**src/common/oldland_ctrl_pkg.sv**
```systemverilog
package oldland_ctrl_pkg;

	// access width of a load or store.
	typedef enum logic [1:0] {
		WIDTH_32 = 2'd0,
		WIDTH_16 = 2'd1,
		WIDTH_8  = 2'd2
	} mem_width_t;

	// where the writeback stage takes the register result from.
	typedef enum logic [1:0] {
		WB_ALU  = 2'd0,
		WB_LINK = 2'd1,
		WB_LOAD = 2'd2
	} wb_src_t;

endpackage

```
**src/common/oldland_isa_pkg.sv**
```systemverilog
package oldland_isa_pkg;

	typedef enum logic [1:0] {
		CLASS_ALU    = 2'd0,
		CLASS_BRANCH = 2'd1,
		CLASS_MEM    = 2'd2,
		CLASS_MISC   = 2'd3
	} instr_class_t;

	// values not listed here never branch.
	typedef enum logic [2:0] {
		COND_NE     = 3'd1,
		COND_EQ     = 3'd2,
		COND_NC     = 3'd3,
		COND_C      = 3'd4,
		COND_ALWAYS = 3'd7
	} branch_cond_t;

	typedef enum logic [3:0] {
		ALU_ADD  = 4'd0,
		ALU_ADDC = 4'd1,
		ALU_SUB  = 4'd2,
		ALU_SUBC = 4'd3,
		ALU_LSL  = 4'd4,
		ALU_LSR  = 4'd5,
		ALU_AND  = 4'd6,
		ALU_XOR  = 4'd7,
		ALU_BIC  = 4'd8,
		ALU_BST  = 4'd9,
		ALU_OR   = 4'd10,
		ALU_MOVB = 4'd11,
		ALU_CMP  = 4'd12,
		ALU_RSVD = 4'd13,
		ALU_ASR  = 4'd14,
		ALU_MOVA = 4'd15
	} alu_opc_t;

	// the class field is called iclass since class is a keyword.
	typedef struct packed {
		instr_class_t iclass;
		logic         use_imm;
		logic [3:0]   opc;
		logic [2:0]   rd;
		logic [2:0]   ra;
		logic [2:0]   rb;
		logic [15:0]  unused;
	} instr_reg_t;

	typedef struct packed {
		instr_class_t       iclass;
		logic               use_imm;
		logic [3:0]         opc;
		logic [2:0]         rd;
		logic [2:0]         ra;
		logic signed [18:0] imm19;
	} instr_imm_t;

	typedef union packed {
		instr_reg_t reg_fmt;
		instr_imm_t imm_fmt;
	} instr_t;

endpackage

```
**src/decode/oldland_decode.sv**
```systemverilog
`timescale 1ns/100ps

module oldland_decode
	import oldland_isa_pkg::*, oldland_ctrl_pkg::*;
(
	input  logic         clk,
	input  logic         rst_n,
	input  logic         instr_valid,
	input  instr_t       instr,
	input  logic [31:0]  pc,
	input  logic [31:0]  ra_val,
	input  logic [31:0]  rb_val,
	output logic [2:0]   ra_sel,
	output logic [2:0]   rb_sel,
	output logic [31:0]  ra,
	output logic [31:0]  rb,
	output logic [31:0]  imm32,
	output logic [31:0]  pc_plus_4,
	output logic [2:0]   rd_sel,
	output logic         update_rd,
	output alu_opc_t     alu_opc,
	output logic         alu_op1_ra,
	output logic         alu_op2_rb,
	output logic         mem_load,
	output logic         mem_store,
	output mem_width_t   mem_width,
	output branch_cond_t branch_condition,
	output instr_class_t instr_class,
	output logic         is_call,
	output logic         update_flags
);

	logic         valid;
	logic         nx_update_rd;
	logic         nx_update_flags;
	logic         nx_op1_ra;
	logic         nx_op2_rb;
	logic         nx_load;
	logic         nx_store;
	logic         nx_call;
	alu_opc_t     nx_opc;
	branch_cond_t nx_cond;
	mem_width_t   nx_width;
	logic [31:0]  nx_imm;

	assign ra_sel = instr.reg_fmt.ra;
	assign rb_sel = instr.reg_fmt.rb;
	assign nx_imm = {{13{instr.imm_fmt.imm19[18]}}, instr.imm_fmt.imm19};

	always_comb begin
		nx_update_rd = 1'b0;
		nx_update_flags = 1'b0;
		nx_op1_ra = 1'b1;
		nx_op2_rb = 1'b0;
		nx_load = 1'b0;
		nx_store = 1'b0;
		nx_call = 1'b0;
		nx_opc = ALU_ADD;
		nx_cond = branch_cond_t'(3'd0);
		nx_width = WIDTH_32;

		case (instr.reg_fmt.iclass)
		CLASS_ALU: begin
			nx_opc = alu_opc_t'(instr.reg_fmt.opc);
			nx_op2_rb = !instr.reg_fmt.use_imm;
			nx_update_rd = 1'b1;
			nx_update_flags = 1'b1;
		end
		CLASS_BRANCH: begin
			// target is pc + 4 + imm, calls link into rd.
			nx_op1_ra = 1'b0;
			nx_cond = branch_cond_t'(instr.imm_fmt.opc[2:0]);
			nx_call = instr.imm_fmt.opc[3];
			nx_update_rd = instr.imm_fmt.opc[3];
		end
		CLASS_MEM: begin
			nx_store = instr.imm_fmt.opc[0];
			nx_load = !instr.imm_fmt.opc[0];
			nx_width = mem_width_t'(instr.imm_fmt.opc[2:1]);
			nx_update_rd = !instr.imm_fmt.opc[0];
		end
		default: begin
			nx_opc = ALU_MOVB;
			nx_update_rd = 1'b1;
		end
		endcase

		// a bubble carries no side effects.
		if (!instr_valid) begin
			nx_update_rd = 1'b0;
			nx_update_flags = 1'b0;
			nx_load = 1'b0;
			nx_store = 1'b0;
			nx_call = 1'b0;
			nx_cond = branch_cond_t'(3'd0);
		end
	end

	always_ff @(posedge clk) begin
		if (!rst_n) begin
			valid <= 1'b0;
			update_rd <= 1'b0;
			update_flags <= 1'b0;
			mem_load <= 1'b0;
			mem_store <= 1'b0;
			is_call <= 1'b0;
			branch_condition <= branch_cond_t'(3'd0);
		end else begin
			valid <= instr_valid;
			update_rd <= nx_update_rd;
			update_flags <= nx_update_flags;
			mem_load <= nx_load;
			mem_store <= nx_store;
			is_call <= nx_call;
			branch_condition <= nx_cond;
		end
	end

	always_ff @(posedge clk) begin
		ra <= ra_val;
		rb <= rb_val;
		imm32 <= nx_imm;
		pc_plus_4 <= pc + 32'd4;
		rd_sel <= instr.reg_fmt.rd;
		alu_opc <= nx_opc;
		alu_op1_ra <= nx_op1_ra;
		alu_op2_rb <= nx_op2_rb;
		mem_width <= nx_width;
		instr_class <= instr.reg_fmt.iclass;
	end

	// without forwarding a result reaches the register file three cycles later.
	a_issue_spacing: assert property (@(posedge clk) disable iff (!rst_n)
		valid |-> !instr_valid [*3])
		else $error("instruction issued within three cycles of the previous one");

endmodule

```
**src/exec/oldland_exec.sv**
```systemverilog
`timescale 1ns/100ps

module oldland_exec
	import oldland_isa_pkg::*, oldland_ctrl_pkg::*;
(
	input  logic         clk,
	input  logic         rst_n,
	input  logic [31:0]  ra,
	input  logic [31:0]  rb,
	input  logic [31:0]  imm32,
	input  logic [31:0]  pc_plus_4,
	input  logic [2:0]   rd_sel,
	input  logic         update_rd,
	input  alu_opc_t     alu_opc,
	input  logic         alu_op1_ra,
	input  logic         alu_op2_rb,
	input  logic         mem_load,
	input  logic         mem_store,
	input  mem_width_t   mem_width,
	input  branch_cond_t branch_condition,
	input  instr_class_t instr_class,
	input  logic         is_call,
	input  logic         update_flags,
	output logic [31:0]  alu_out,
	output wb_src_t      wb_src,
	output logic [31:0]  wr_val,
	output logic         wr_result,
	output logic [2:0]   rd_sel_out,
	output logic         branch_taken,
	output logic         mem_load_out,
	output logic         mem_store_out,
	output mem_width_t   mem_width_out,
	output logic [31:0]  mar,
	output logic [31:0]  mdr
);

	logic [31:0] op1;
	logic [31:0] op2;
	logic [31:0] alu_q;
	logic        alu_c;
	logic        alu_z;
	logic        cond_met;
	logic        c_flag;
	logic        z_flag;

	assign op1 = alu_op1_ra ? ra : pc_plus_4;
	assign op2 = alu_op2_rb ? rb : imm32;
	assign alu_z = (op1 == op2);

	always_comb begin
		alu_c = 1'b0;
		alu_q = 32'd0;

		case (alu_opc)
		ALU_ADD:  {alu_c, alu_q} = {1'b0, op1} + {1'b0, op2};
		ALU_ADDC: {alu_c, alu_q} = {1'b0, op1} + {1'b0, op2} + {32'd0, c_flag};
		ALU_SUB:  {alu_c, alu_q} = {1'b0, op1} - {1'b0, op2};
		ALU_SUBC: {alu_c, alu_q} = {1'b0, op1} - {1'b0, op2} + {32'd0, c_flag};
		ALU_LSL:  {alu_c, alu_q} = {1'b0, op1} << op2[4:0];
		ALU_LSR:  alu_q = op1 >> op2[4:0];
		ALU_AND:  alu_q = op1 & op2;
		ALU_XOR:  alu_q = op1 ^ op2;
		ALU_BIC:  alu_q = op1 & ~(32'd1 << op2[4:0]);
		ALU_BST:  alu_q = op1 | (32'd1 << op2[4:0]);
		ALU_OR:   alu_q = op1 | op2;
		ALU_MOVB: alu_q = op2;
		ALU_CMP:  {alu_c, alu_q} = {1'b0, op1} - {1'b0, op2};
		ALU_ASR:  alu_q = $signed(op1) >>> op2[4:0];
		ALU_MOVA: alu_q = op1;
		default:  alu_q = 32'd0;
		endcase
	end

	// conditions test the flags left by the last flag setting instruction.
	always_comb begin
		case (branch_condition)
		COND_ALWAYS: cond_met = 1'b1;
		COND_NE:     cond_met = !z_flag;
		COND_EQ:     cond_met = z_flag;
		COND_NC:     cond_met = !c_flag;
		COND_C:      cond_met = c_flag;
		default:     cond_met = 1'b0;
		endcase
	end

	always_ff @(posedge clk) begin
		if (!rst_n) begin
			branch_taken <= 1'b0;
			mem_load_out <= 1'b0;
			mem_store_out <= 1'b0;
			wr_result <= 1'b0;
			c_flag <= 1'b0;
			z_flag <= 1'b0;
		end else begin
			branch_taken <= (instr_class == CLASS_BRANCH) && cond_met;
			mem_load_out <= mem_load;
			mem_store_out <= mem_store;
			wr_result <= update_rd;
			if (update_flags) begin
				c_flag <= alu_c;
				z_flag <= alu_z;
			end
		end
	end

	always_ff @(posedge clk) begin
		alu_out <= alu_q;
		rd_sel_out <= rd_sel;
		wr_val <= is_call ? pc_plus_4 : alu_q;
		if (is_call) begin
			wb_src <= WB_LINK;
		end else if (mem_load) begin
			wb_src <= WB_LOAD;
		end else begin
			wb_src <= WB_ALU;
		end
		if (mem_load || mem_store) begin
			mem_width_out <= mem_width;
			mar <= alu_q;
			if (mem_store) begin
				mdr <= rb;
			end
		end
	end

	a_mem_exclusive: assert property (@(posedge clk) disable iff (!rst_n)
		!(mem_load_out && mem_store_out))
		else $error("load and store requested together");

endmodule

```
**src/source/oldland_pipe.sv**
```systemverilog
`timescale 1ns/100ps

module oldland_pipe
	import oldland_isa_pkg::*, oldland_ctrl_pkg::*;
(
	input  logic        clk,
	input  logic        rst_n,
	input  logic        instr_valid,
	input  instr_t      instr,
	input  logic [31:0] pc,
	input  logic [31:0] load_data,
	output logic        branch_taken,
	output logic [31:0] branch_target,
	output logic        mem_load,
	output logic        mem_store,
	output mem_width_t  mem_width,
	output logic [31:0] mar,
	output logic [31:0] mdr,
	output logic        wr_en,
	output logic [2:0]  wr_sel,
	output logic [31:0] wr_data
);

	logic [2:0]   rf_ra_sel;
	logic [2:0]   rf_rb_sel;
	logic [31:0]  rf_ra_val;
	logic [31:0]  rf_rb_val;

	logic [31:0]  dec_ra;
	logic [31:0]  dec_rb;
	logic [31:0]  dec_imm32;
	logic [31:0]  dec_pc_plus_4;
	logic [2:0]   dec_rd_sel;
	logic         dec_update_rd;
	alu_opc_t     dec_alu_opc;
	logic         dec_alu_op1_ra;
	logic         dec_alu_op2_rb;
	logic         dec_mem_load;
	logic         dec_mem_store;
	mem_width_t   dec_mem_width;
	branch_cond_t dec_branch_condition;
	instr_class_t dec_instr_class;
	logic         dec_is_call;
	logic         dec_update_flags;

	wb_src_t      ex_wb_src;
	logic [31:0]  ex_wr_val;
	logic         ex_wr_result;
	logic [2:0]   ex_rd_sel;

	oldland_decode u_decode (
		.clk              (clk),
		.rst_n            (rst_n),
		.instr_valid      (instr_valid),
		.instr            (instr),
		.pc               (pc),
		.ra_val           (rf_ra_val),
		.rb_val           (rf_rb_val),
		.ra_sel           (rf_ra_sel),
		.rb_sel           (rf_rb_sel),
		.ra               (dec_ra),
		.rb               (dec_rb),
		.imm32            (dec_imm32),
		.pc_plus_4        (dec_pc_plus_4),
		.rd_sel           (dec_rd_sel),
		.update_rd        (dec_update_rd),
		.alu_opc          (dec_alu_opc),
		.alu_op1_ra       (dec_alu_op1_ra),
		.alu_op2_rb       (dec_alu_op2_rb),
		.mem_load         (dec_mem_load),
		.mem_store        (dec_mem_store),
		.mem_width        (dec_mem_width),
		.branch_condition (dec_branch_condition),
		.instr_class      (dec_instr_class),
		.is_call          (dec_is_call),
		.update_flags     (dec_update_flags)
	);

	oldland_regfile u_regfile (
		.clk     (clk),
		.ra_sel  (rf_ra_sel),
		.rb_sel  (rf_rb_sel),
		.wr_en   (wr_en),
		.wr_sel  (wr_sel),
		.wr_data (wr_data),
		.ra_val  (rf_ra_val),
		.rb_val  (rf_rb_val)
	);

	// the alu result doubles as the branch target.
	oldland_exec u_exec (
		.clk              (clk),
		.rst_n            (rst_n),
		.ra               (dec_ra),
		.rb               (dec_rb),
		.imm32            (dec_imm32),
		.pc_plus_4        (dec_pc_plus_4),
		.rd_sel           (dec_rd_sel),
		.update_rd        (dec_update_rd),
		.alu_opc          (dec_alu_opc),
		.alu_op1_ra       (dec_alu_op1_ra),
		.alu_op2_rb       (dec_alu_op2_rb),
		.mem_load         (dec_mem_load),
		.mem_store        (dec_mem_store),
		.mem_width        (dec_mem_width),
		.branch_condition (dec_branch_condition),
		.instr_class      (dec_instr_class),
		.is_call          (dec_is_call),
		.update_flags     (dec_update_flags),
		.alu_out          (branch_target),
		.wb_src           (ex_wb_src),
		.wr_val           (ex_wr_val),
		.wr_result        (ex_wr_result),
		.rd_sel_out       (ex_rd_sel),
		.branch_taken     (branch_taken),
		.mem_load_out     (mem_load),
		.mem_store_out    (mem_store),
		.mem_width_out    (mem_width),
		.mar              (mar),
		.mdr              (mdr)
	);

	oldland_writeback u_writeback (
		.clk        (clk),
		.rst_n      (rst_n),
		.wr_result  (ex_wr_result),
		.rd_sel_out (ex_rd_sel),
		.wb_src     (ex_wb_src),
		.wr_val     (ex_wr_val),
		.load_data  (load_data),
		.wr_en      (wr_en),
		.wr_sel     (wr_sel),
		.wr_data    (wr_data)
	);

endmodule

```
**src/source/oldland_regfile.sv**
```systemverilog
`timescale 1ns/100ps

module oldland_regfile (
	input  logic        clk,
	input  logic [2:0]  ra_sel,
	input  logic [2:0]  rb_sel,
	input  logic        wr_en,
	input  logic [2:0]  wr_sel,
	input  logic [31:0] wr_data,
	output logic [31:0] ra_val,
	output logic [31:0] rb_val
);

	logic [31:0] regs [8] = '{default: 32'd0};

	// reads are combinational so decode samples them with the instruction.
	assign ra_val = regs[ra_sel];
	assign rb_val = regs[rb_sel];

	always_ff @(posedge clk) begin
		if (wr_en) begin
			regs[wr_sel] <= wr_data;
		end
	end

endmodule

```
**src/source/oldland_writeback.sv**
```systemverilog
`timescale 1ns/100ps

module oldland_writeback
	import oldland_ctrl_pkg::*;
(
	input  logic        clk,
	input  logic        rst_n,
	input  logic        wr_result,
	input  logic [2:0]  rd_sel_out,
	input  wb_src_t     wb_src,
	input  logic [31:0] wr_val,
	input  logic [31:0] load_data,
	output logic        wr_en,
	output logic [2:0]  wr_sel,
	output logic [31:0] wr_data
);

	logic [31:0] result;

	// link and alu results both arrive through wr_val.
	assign result = (wb_src == WB_LOAD) ? load_data : wr_val;

	always_ff @(posedge clk) begin
		if (!rst_n) begin
			wr_en <= 1'b0;
		end else begin
			wr_en <= wr_result;
		end
	end

	always_ff @(posedge clk) begin
		wr_sel <= rd_sel_out;
		wr_data <= result;
	end

	a_wr_sel_known: assert property (@(posedge clk) disable iff (!rst_n)
		wr_en |-> !$isunknown(wr_sel))
		else $error("register write with unknown destination");

endmodule
```
**config.mk**
```make
export PLATFORM = sky130hd
export DESIGN_NAME = oldland_pipe
export DESIGN_NICKNAME = d
export VERILOG_FILES = /design/src/common/oldland_ctrl_pkg.sv /design/src/common/oldland_isa_pkg.sv /design/src/decode/oldland_decode.sv /design/src/exec/oldland_exec.sv /design/src/source/oldland_pipe.sv /design/src/source/oldland_regfile.sv /design/src/source/oldland_writeback.sv
export SDC_FILE = /design/constraint.sdc
export NUM_CORES = 1
export LEC_CHECK = 0
export ABC_CLOCK_PERIOD_IN_PS = 11930
export BUFFER_PORTS_ARGS = -buffer_cell sky130_fd_sc_hd__buf_2
export CAP_MARGIN = 15
export CELL_PAD_IN_SITES_DETAIL_PLACEMENT = 0
export CELL_PAD_IN_SITES_GLOBAL_PLACEMENT = 1
export CORE_MARGIN = 1.5
export CORE_UTILIZATION = 40
export DETAILED_ROUTE_END_ITERATION = 6
export PLACE_DENSITY_LB_ADDON = 0.08
export SYNTH_ARGS = -nofsm -noshare
export SYNTH_HDL_FRONTEND = slang
export SYNTH_SLANG_ARGS = --single-unit
```
**constraint.sdc**
```tcl
create_clock -name clk -period 11.93 [get_ports clk]
set_input_delay 1.193 -clock clk [delete_from_list [all_inputs] [get_ports clk]]
set_output_delay 1.193 -clock clk [all_outputs]
set_load 0.005 [all_outputs]
```
### Word-level counts from Yosys, hierarchy flattened

Memory sizes are Yosys's and may differ from the RTL's. A register that Yosys moved wholly into a read port is not among the register bits.
Index checks and enable logic that the tools add are counted.

| storage, ports and cells | value |
|---|---|
| flip-flop bits (word level) | 249 |
| memories kept | 1 |
| RAM bits | 256 |

Memories:

| memory | words | bits a word | rd ports | clocked after Yosys merged registers in | write ports | line | text |
|---|---|---|---|---|---|---|---|
| u_regfile.regs | 8 | 32 | 2 | 2 | 1 | oldland_regfile.sv:14 | `logic [31:0] regs [8] = '{default: 32'd0};` |

| operators by class | value |
|---|---|
| bitwise logic cells | 6 |
| muxes and demuxes | 14 |
| shifts and indexed selects | 4 |
| reductions and logical operators | 14 |
| $add $sub $neg | 5 |
| eq/ne operators | 24 |

Operators by type and width:

| operator | number |
|---|---|
| $pmux W32 S14 | 1 |
| $mux W32 | 4 |
| $add A33 B1 Y33 | 2 |
| $and A32 B32 Y32 | 2 |
| $or A32 B32 Y32 | 2 |
| $add A32 B32 Y33 | 1 |
| $shl A32 B5 Y33 | 1 |
| $sub A32 B32 Y33 | 1 |
| $add A32 B3 Y32 const B | 1 |
| $eq A32 B32 Y1 | 1 |
| $not A32 Y32 | 1 |
| $shl A1 B5 Y32 const A | 1 |
| $shr A32 B5 Y32 | 1 |
| $sshr A32 B5 Y32 | 1 |
| $xor A32 B32 Y32 | 1 |
| $eq A4 B4 Y1 const B | 7 |
| $eq A4 B3 Y1 const B | 4 |
| $pmux W1 S5 | 2 |
| $eq A4 B2 Y1 const B | 2 |
| $pmux W4 S2 | 1 |
| $eq A3 B2 Y1 const B | 2 |
| $eq A3 B3 Y1 const B | 2 |
| $reduce_and A3 Y1 | 2 |
| $eq A2 B1 Y1 const B | 2 |
| other kinds (13) | 22 |

### Longest topological paths before layout

| logic depth | value |
|---|---|
| depth in word-level cells | 6 |
| depth in mapped cells | 21 |

### Hierarchy

From an unflattened synthesis, not the netlist that was laid out.

| second synthesis, totals | value |
|---|---|
| cell total of the unflattened synthesis | 3094 |
| area, all modules | 33837.5 sq um |

Modules (own cells, without submodules):

| module | instances | area each (sq um) | cells each |
|---|---|---|---|
| oldland_exec | 1 | 17037.6 | 2255 |
| oldland_regfile | 1 | 11893.9 | 497 |
| oldland_decode | 1 | 3621.0 | 268 |
| oldland_writeback | 1 | 1285.0 | 74 |

### Worst setup path after synthesis

No wires, ideal clock.

| timing path | value |
|---|---|
| path kind | flip-flop to flip-flop |
| start point | reg u_decode.alu_op2_rb |
| end point | reg u_exec.mar[31] (data pin) |
| stages on the path, launching flop included | 19 |
| setup slack | 6.769 ns |
| arrival | 4.891 ns |
| clock period less this slack | 5.161 ns |
| setup time | 0.271 ns |
| path through | dfxtp_1 -> buf_2 -> buf_2 -> mux2i_1 -> clkbuf_1 -> clkbuf_1 -> buf_1 -> ha_1 -> buf_6 -> buf_6 -> or3_1 -> a2111o_1 -> a211oi_2 -> o21ai_2 -> nor3b_4 -> nand4_1 -> or4_1 -> xor2_1 -> o21ai_1 |

| between the ends | value |
|---|---|
| longest elaborated chain between the ends | 5 |
| elaborated cells between the ends (all ways) | 16 |
| classes of those cells | add/sub (4); shift (4); mux (2); bitwise (6) |

Ends and longest elaborated chain:

| element | line | text |
|---|---|---|
| start: declaration | oldland_decode.sv:23 | `output logic alu_op2_rb,` |
| start signal: assignment | oldland_decode.sv:127 | `alu_op2_rb <= nx_op2_rb;` |
| $mux W32 * | oldland_exec.sv:47 | `assign op2 = alu_op2_rb ? rb : imm32;` |
| parallel branches: the longest is 3 deep, another holds $sub A32 B32 Y33 | -- |  |
| $pmux W32 S14 * | oldland_exec.sv:54 | `case (alu_opc)` |
| named net u_exec.alu_q[31] | oldland_exec.sv:39 | `logic [31:0] alu_q;` |
| end signal: assignment | oldland_exec.sv:119 | `mar <= alu_q;` |
| end: declaration | oldland_exec.sv:33 | `output logic [31:0] mar,` |

Mark *: on every way through the listed nets, which the timed path passes.
A chain may end at the register's enable or synchronous reset.

### Worst setup path in the final report

| timing path | value |
|---|---|
| start point | reg u_decode.alu_op2_rb |
| end point | reg u_exec.wr_val[23] |

| between the ends | value |
|---|---|
| longest elaborated chain between the ends | 6 |
| elaborated cells between the ends (all ways) | 17 |
| classes of those cells | add/sub (4); shift (4); mux (3); bitwise (6) |

Ends and longest elaborated chain:

| element | line | text |
|---|---|---|
| $mux W32 * | oldland_exec.sv:47 |  |
| parallel branches: the longest is 3 deep, another holds $sub A32 B32 Y33 | -- |  |
| $pmux W32 S14 * | oldland_exec.sv:54 |  |
| named net u_exec.alu_q[23] | oldland_exec.sv:39 |  |
| $mux W32 * | oldland_exec.sv:109 | `wr_val <= is_call ? pc_plus_4 : alu_q;` |
| end signal: assignment | oldland_exec.sv:109 |  |
| end: declaration | oldland_exec.sv:26 | `output logic [31:0] wr_val,` |

Marks and branches as above.

==> metrics <==
status=complete, no violations; largest cells by area after synthesis=edfxtp_1 30%, dfxtp_1 15%, mux4_2 8.9%; Core Rows=around 100; most numerous cell in the Yosys netlist=edfxtp_1; synthesized area per cell=~11 um2; Clock Skew=0.0370 ns; fin cells=between 4,000 and 5,000; vias in the first global route=26,600; gp weighted congestion=1.04; Final WS setup=4.95 ns; ys async rst share=0%; DR iter-0 viols=3,207; peak per-stage delay on the critical path=about 0.78 ns; post-route minimum period=6.98 ns; final hold vios=0; Tcrit/Tclk final=58.5%; critical path data arrival time=7.47 ns; first-pass GRT wire length=199,000 um; Die X=289 um; final WL=approximately 140,000 um; total grt overflow=0; post-synth top area share=~30%; slowest CP cell=nand4_1; FF-to-FF setup slack=4.95 ns; max_cap viols=0; final instance area=37,000 um2; cts repair resizes=0; Most common cell on crit path=buf_4; clock slew at reported path FFs=0.06 ns; crit-path cells=buf_4, mux2i_4, buf_4, inv_2, fa_1, nand2b_1, a211oi_2, o21ai_0, nand2_1, xnor2_1, nor4_1, nand4_1, o311ai_1, o41ai_1, a211o_1, mux2_2; hold depth=0; clock net sink count=569; worst hold path type=flip-flop to flip-flop; Inst Count DP=4,218; die area=83,300 um2; Worst path top cell family by delay=simple AND/OR/NAND/NOR gates; worst skew pair latency=between 0.6 and 0.7 ns; Initial Util=40.4%; Pre-Repair DR Iteration Count=5; post-DR vias/cell=6.30; setup slack at placement=just over 5 ns; Stages on worst setup path=16; Cell Area, Placed=35,200 um2; Setup crit end kind=flip-flop; I/O pin cnt=236; IO buf count=235; synthesis-to-layout area growth=13.5%; commonest cells in the netlist=322 x edfxtp_1, 248 x nand2_1, 247 x dfxtp_1; Antenna Nets Post-Route=0; Yosys reg bits=569; Nets=3,388; sum of negative setup slack=0 ns; Slew HR=20.5%; GRT Resource Usage Total=approximately a third; WP data required=between 10 and 15 ns; Gate Count Post-Synth=3,022; CTS tree=yes; YS warnings=0; vias=27,200; Post-Syn Area=32,600 um2; layout cells sized above 1=23.6%; Setup CP Type=flip-flop to flip-flop; CORE AREA=80,700 um2; Buf/Inv on CP=3; CTS Buf Count=53; Root Buffer=clkbuf_16; top_reg_cell synth=edfxtp_1; worst IR drop on VDD=0.000130 V; Yosys cell types=105; initial antenna violation count=7; worst reg-to-reg path cell count=16; largest net degree at the start of global routing=66; CTS Buffer Depth=3; post-DP HPWL=107,000 um; total setup buffers inserted after CTS=0; EDFF count, synth=322; worst-margin pin slew=between 1 and 1.5 ns; RSZ-0062 raised after global routing=no; cell taking the most area after synthesis=edfxtp_1; crit start category=flip-flop; cts hold-fix bufs=0; DRC=0; H-tree levels=2; WL/cell=32.8 um; endpoints failing setup=0; P_leak=13.8 nW; sequential share of the synthesized area=~45%; Power Density=165 nW/um2; Slew Limit Fails=0; Syn Nets=roughly 3,200; fmax=143 MHz; Die Ht=approximately 290 um; Hold Worst Slack=about 0.32 ns; Max FO, Critical Path=42
## per-stage QoR
step	utilization (%)	power [mW]
final	45.9	6.09
after CTS	45.9	6.08
after floorplan	-	3.52
after global routing	45.9	6.31
after global placement	43.6	4.33
after detailed placement	43.6	4.33
## per-layer routing
metal | GRT usage (%) | vias to the layer above | wire length, um
met4 | 12.6 | 2 | 5970
li1 | - | 11900 | -
met1 | 46.4 | 13800 | 60300
met2 | 53.6 | 1265 | 65600
met3 | 4.48 | 211 | 9980
met5 | 0 | - | 11
## registers in the layout (all words and copies together), names as in the netlist, 4 cells and up
signal	flops
u_exec.mdr	32
u_decode.imm32	19
u_regfile.regs	256
u_decode.ra	32
u_decode.alu_opc	4
u_decode.rb	32
u_writeback.wr_data	32
u_exec.wr_val	32
u_decode.pc_plus_4	32
u_exec.mar	32
u_exec.alu_out	32
## layout by cell type, fill, tap and decap left out, drive strengths merged, types with 32 or more instances in the layout
master / synthesis / final
mux2: 141 / 141
xnor2: 85 / 85
mux2i: 148 / 148
nand2: 248 / 248
buf: 73 / 327
o21ai: 184 / 184
a31oi: 35 / 35
a21oi: 166 / 166
a211oi: 38 / 38
o211ai: 49 / 49
nand3: 66 / 66
dfxtp: 247 / 247
nor2: 200 / 200
edfxtp: 322 / 322
o22ai: 39 / 39
nand4: 32 / 32
nor3: 61 / 61
inv: 104 / 108
clkbuf: 117 / 74
ha: 73 / 73
mux4: 129 / 129
## power by group
group / switching, mW / internal (mW) / leakage (nW) / total (mW)
Combinational: 1.21 / 0.612 / 7.93 / 1.82
Clock: 0.737 / 1.00 / 0.894 / 1.74
Sequential: 0.186 / 2.35 / 4.99 / 2.53
## path summary, 6_finish.rpt
path / start / endpoint
worst max register to register: u_decode.alu_op2_rb$_SDFF_PN0_ / u_exec.wr_val[23]$_DFF_P_
worst min register to register: u_exec.rd_sel_out[1]$_DFF_P_ / u_writeback.wr_sel[1]$_DFF_P_
worst max-delay path: u_decode.alu_op2_rb$_SDFF_PN0_ / u_exec.wr_val[23]$_DFF_P_
worst min-delay path: u_exec.rd_sel_out[1]$_DFF_P_ / u_writeback.wr_sel[1]$_DFF_P_
## final cells by class
class	instances	area, um2
sequential	569	14600
tap	1060	1330
antenna	2	5.00
inverter	105	394
multi-input combinational	2158	17000
timing repair buffer	327	1900
fill	7602	43600
clock buffer	74	1520
clock inverter	26	309
## cell families (layout without fill, tap and decap cells)
logic type	count (synthesis)	count (layout)	synth area share (%)
buffers and inverters	295	532	3.59
other	0	2	0
adders and majority gates	75	75	2.92
and+or+nand+nor	817	817	12.4
muxes	418	418	18.4
AOI/OAI and AO/OA	732	732	14.8
DFF	569	569	44.8
xor gates and xnor gates	116	116	3.14
Power figures use the tool's default switching activity.
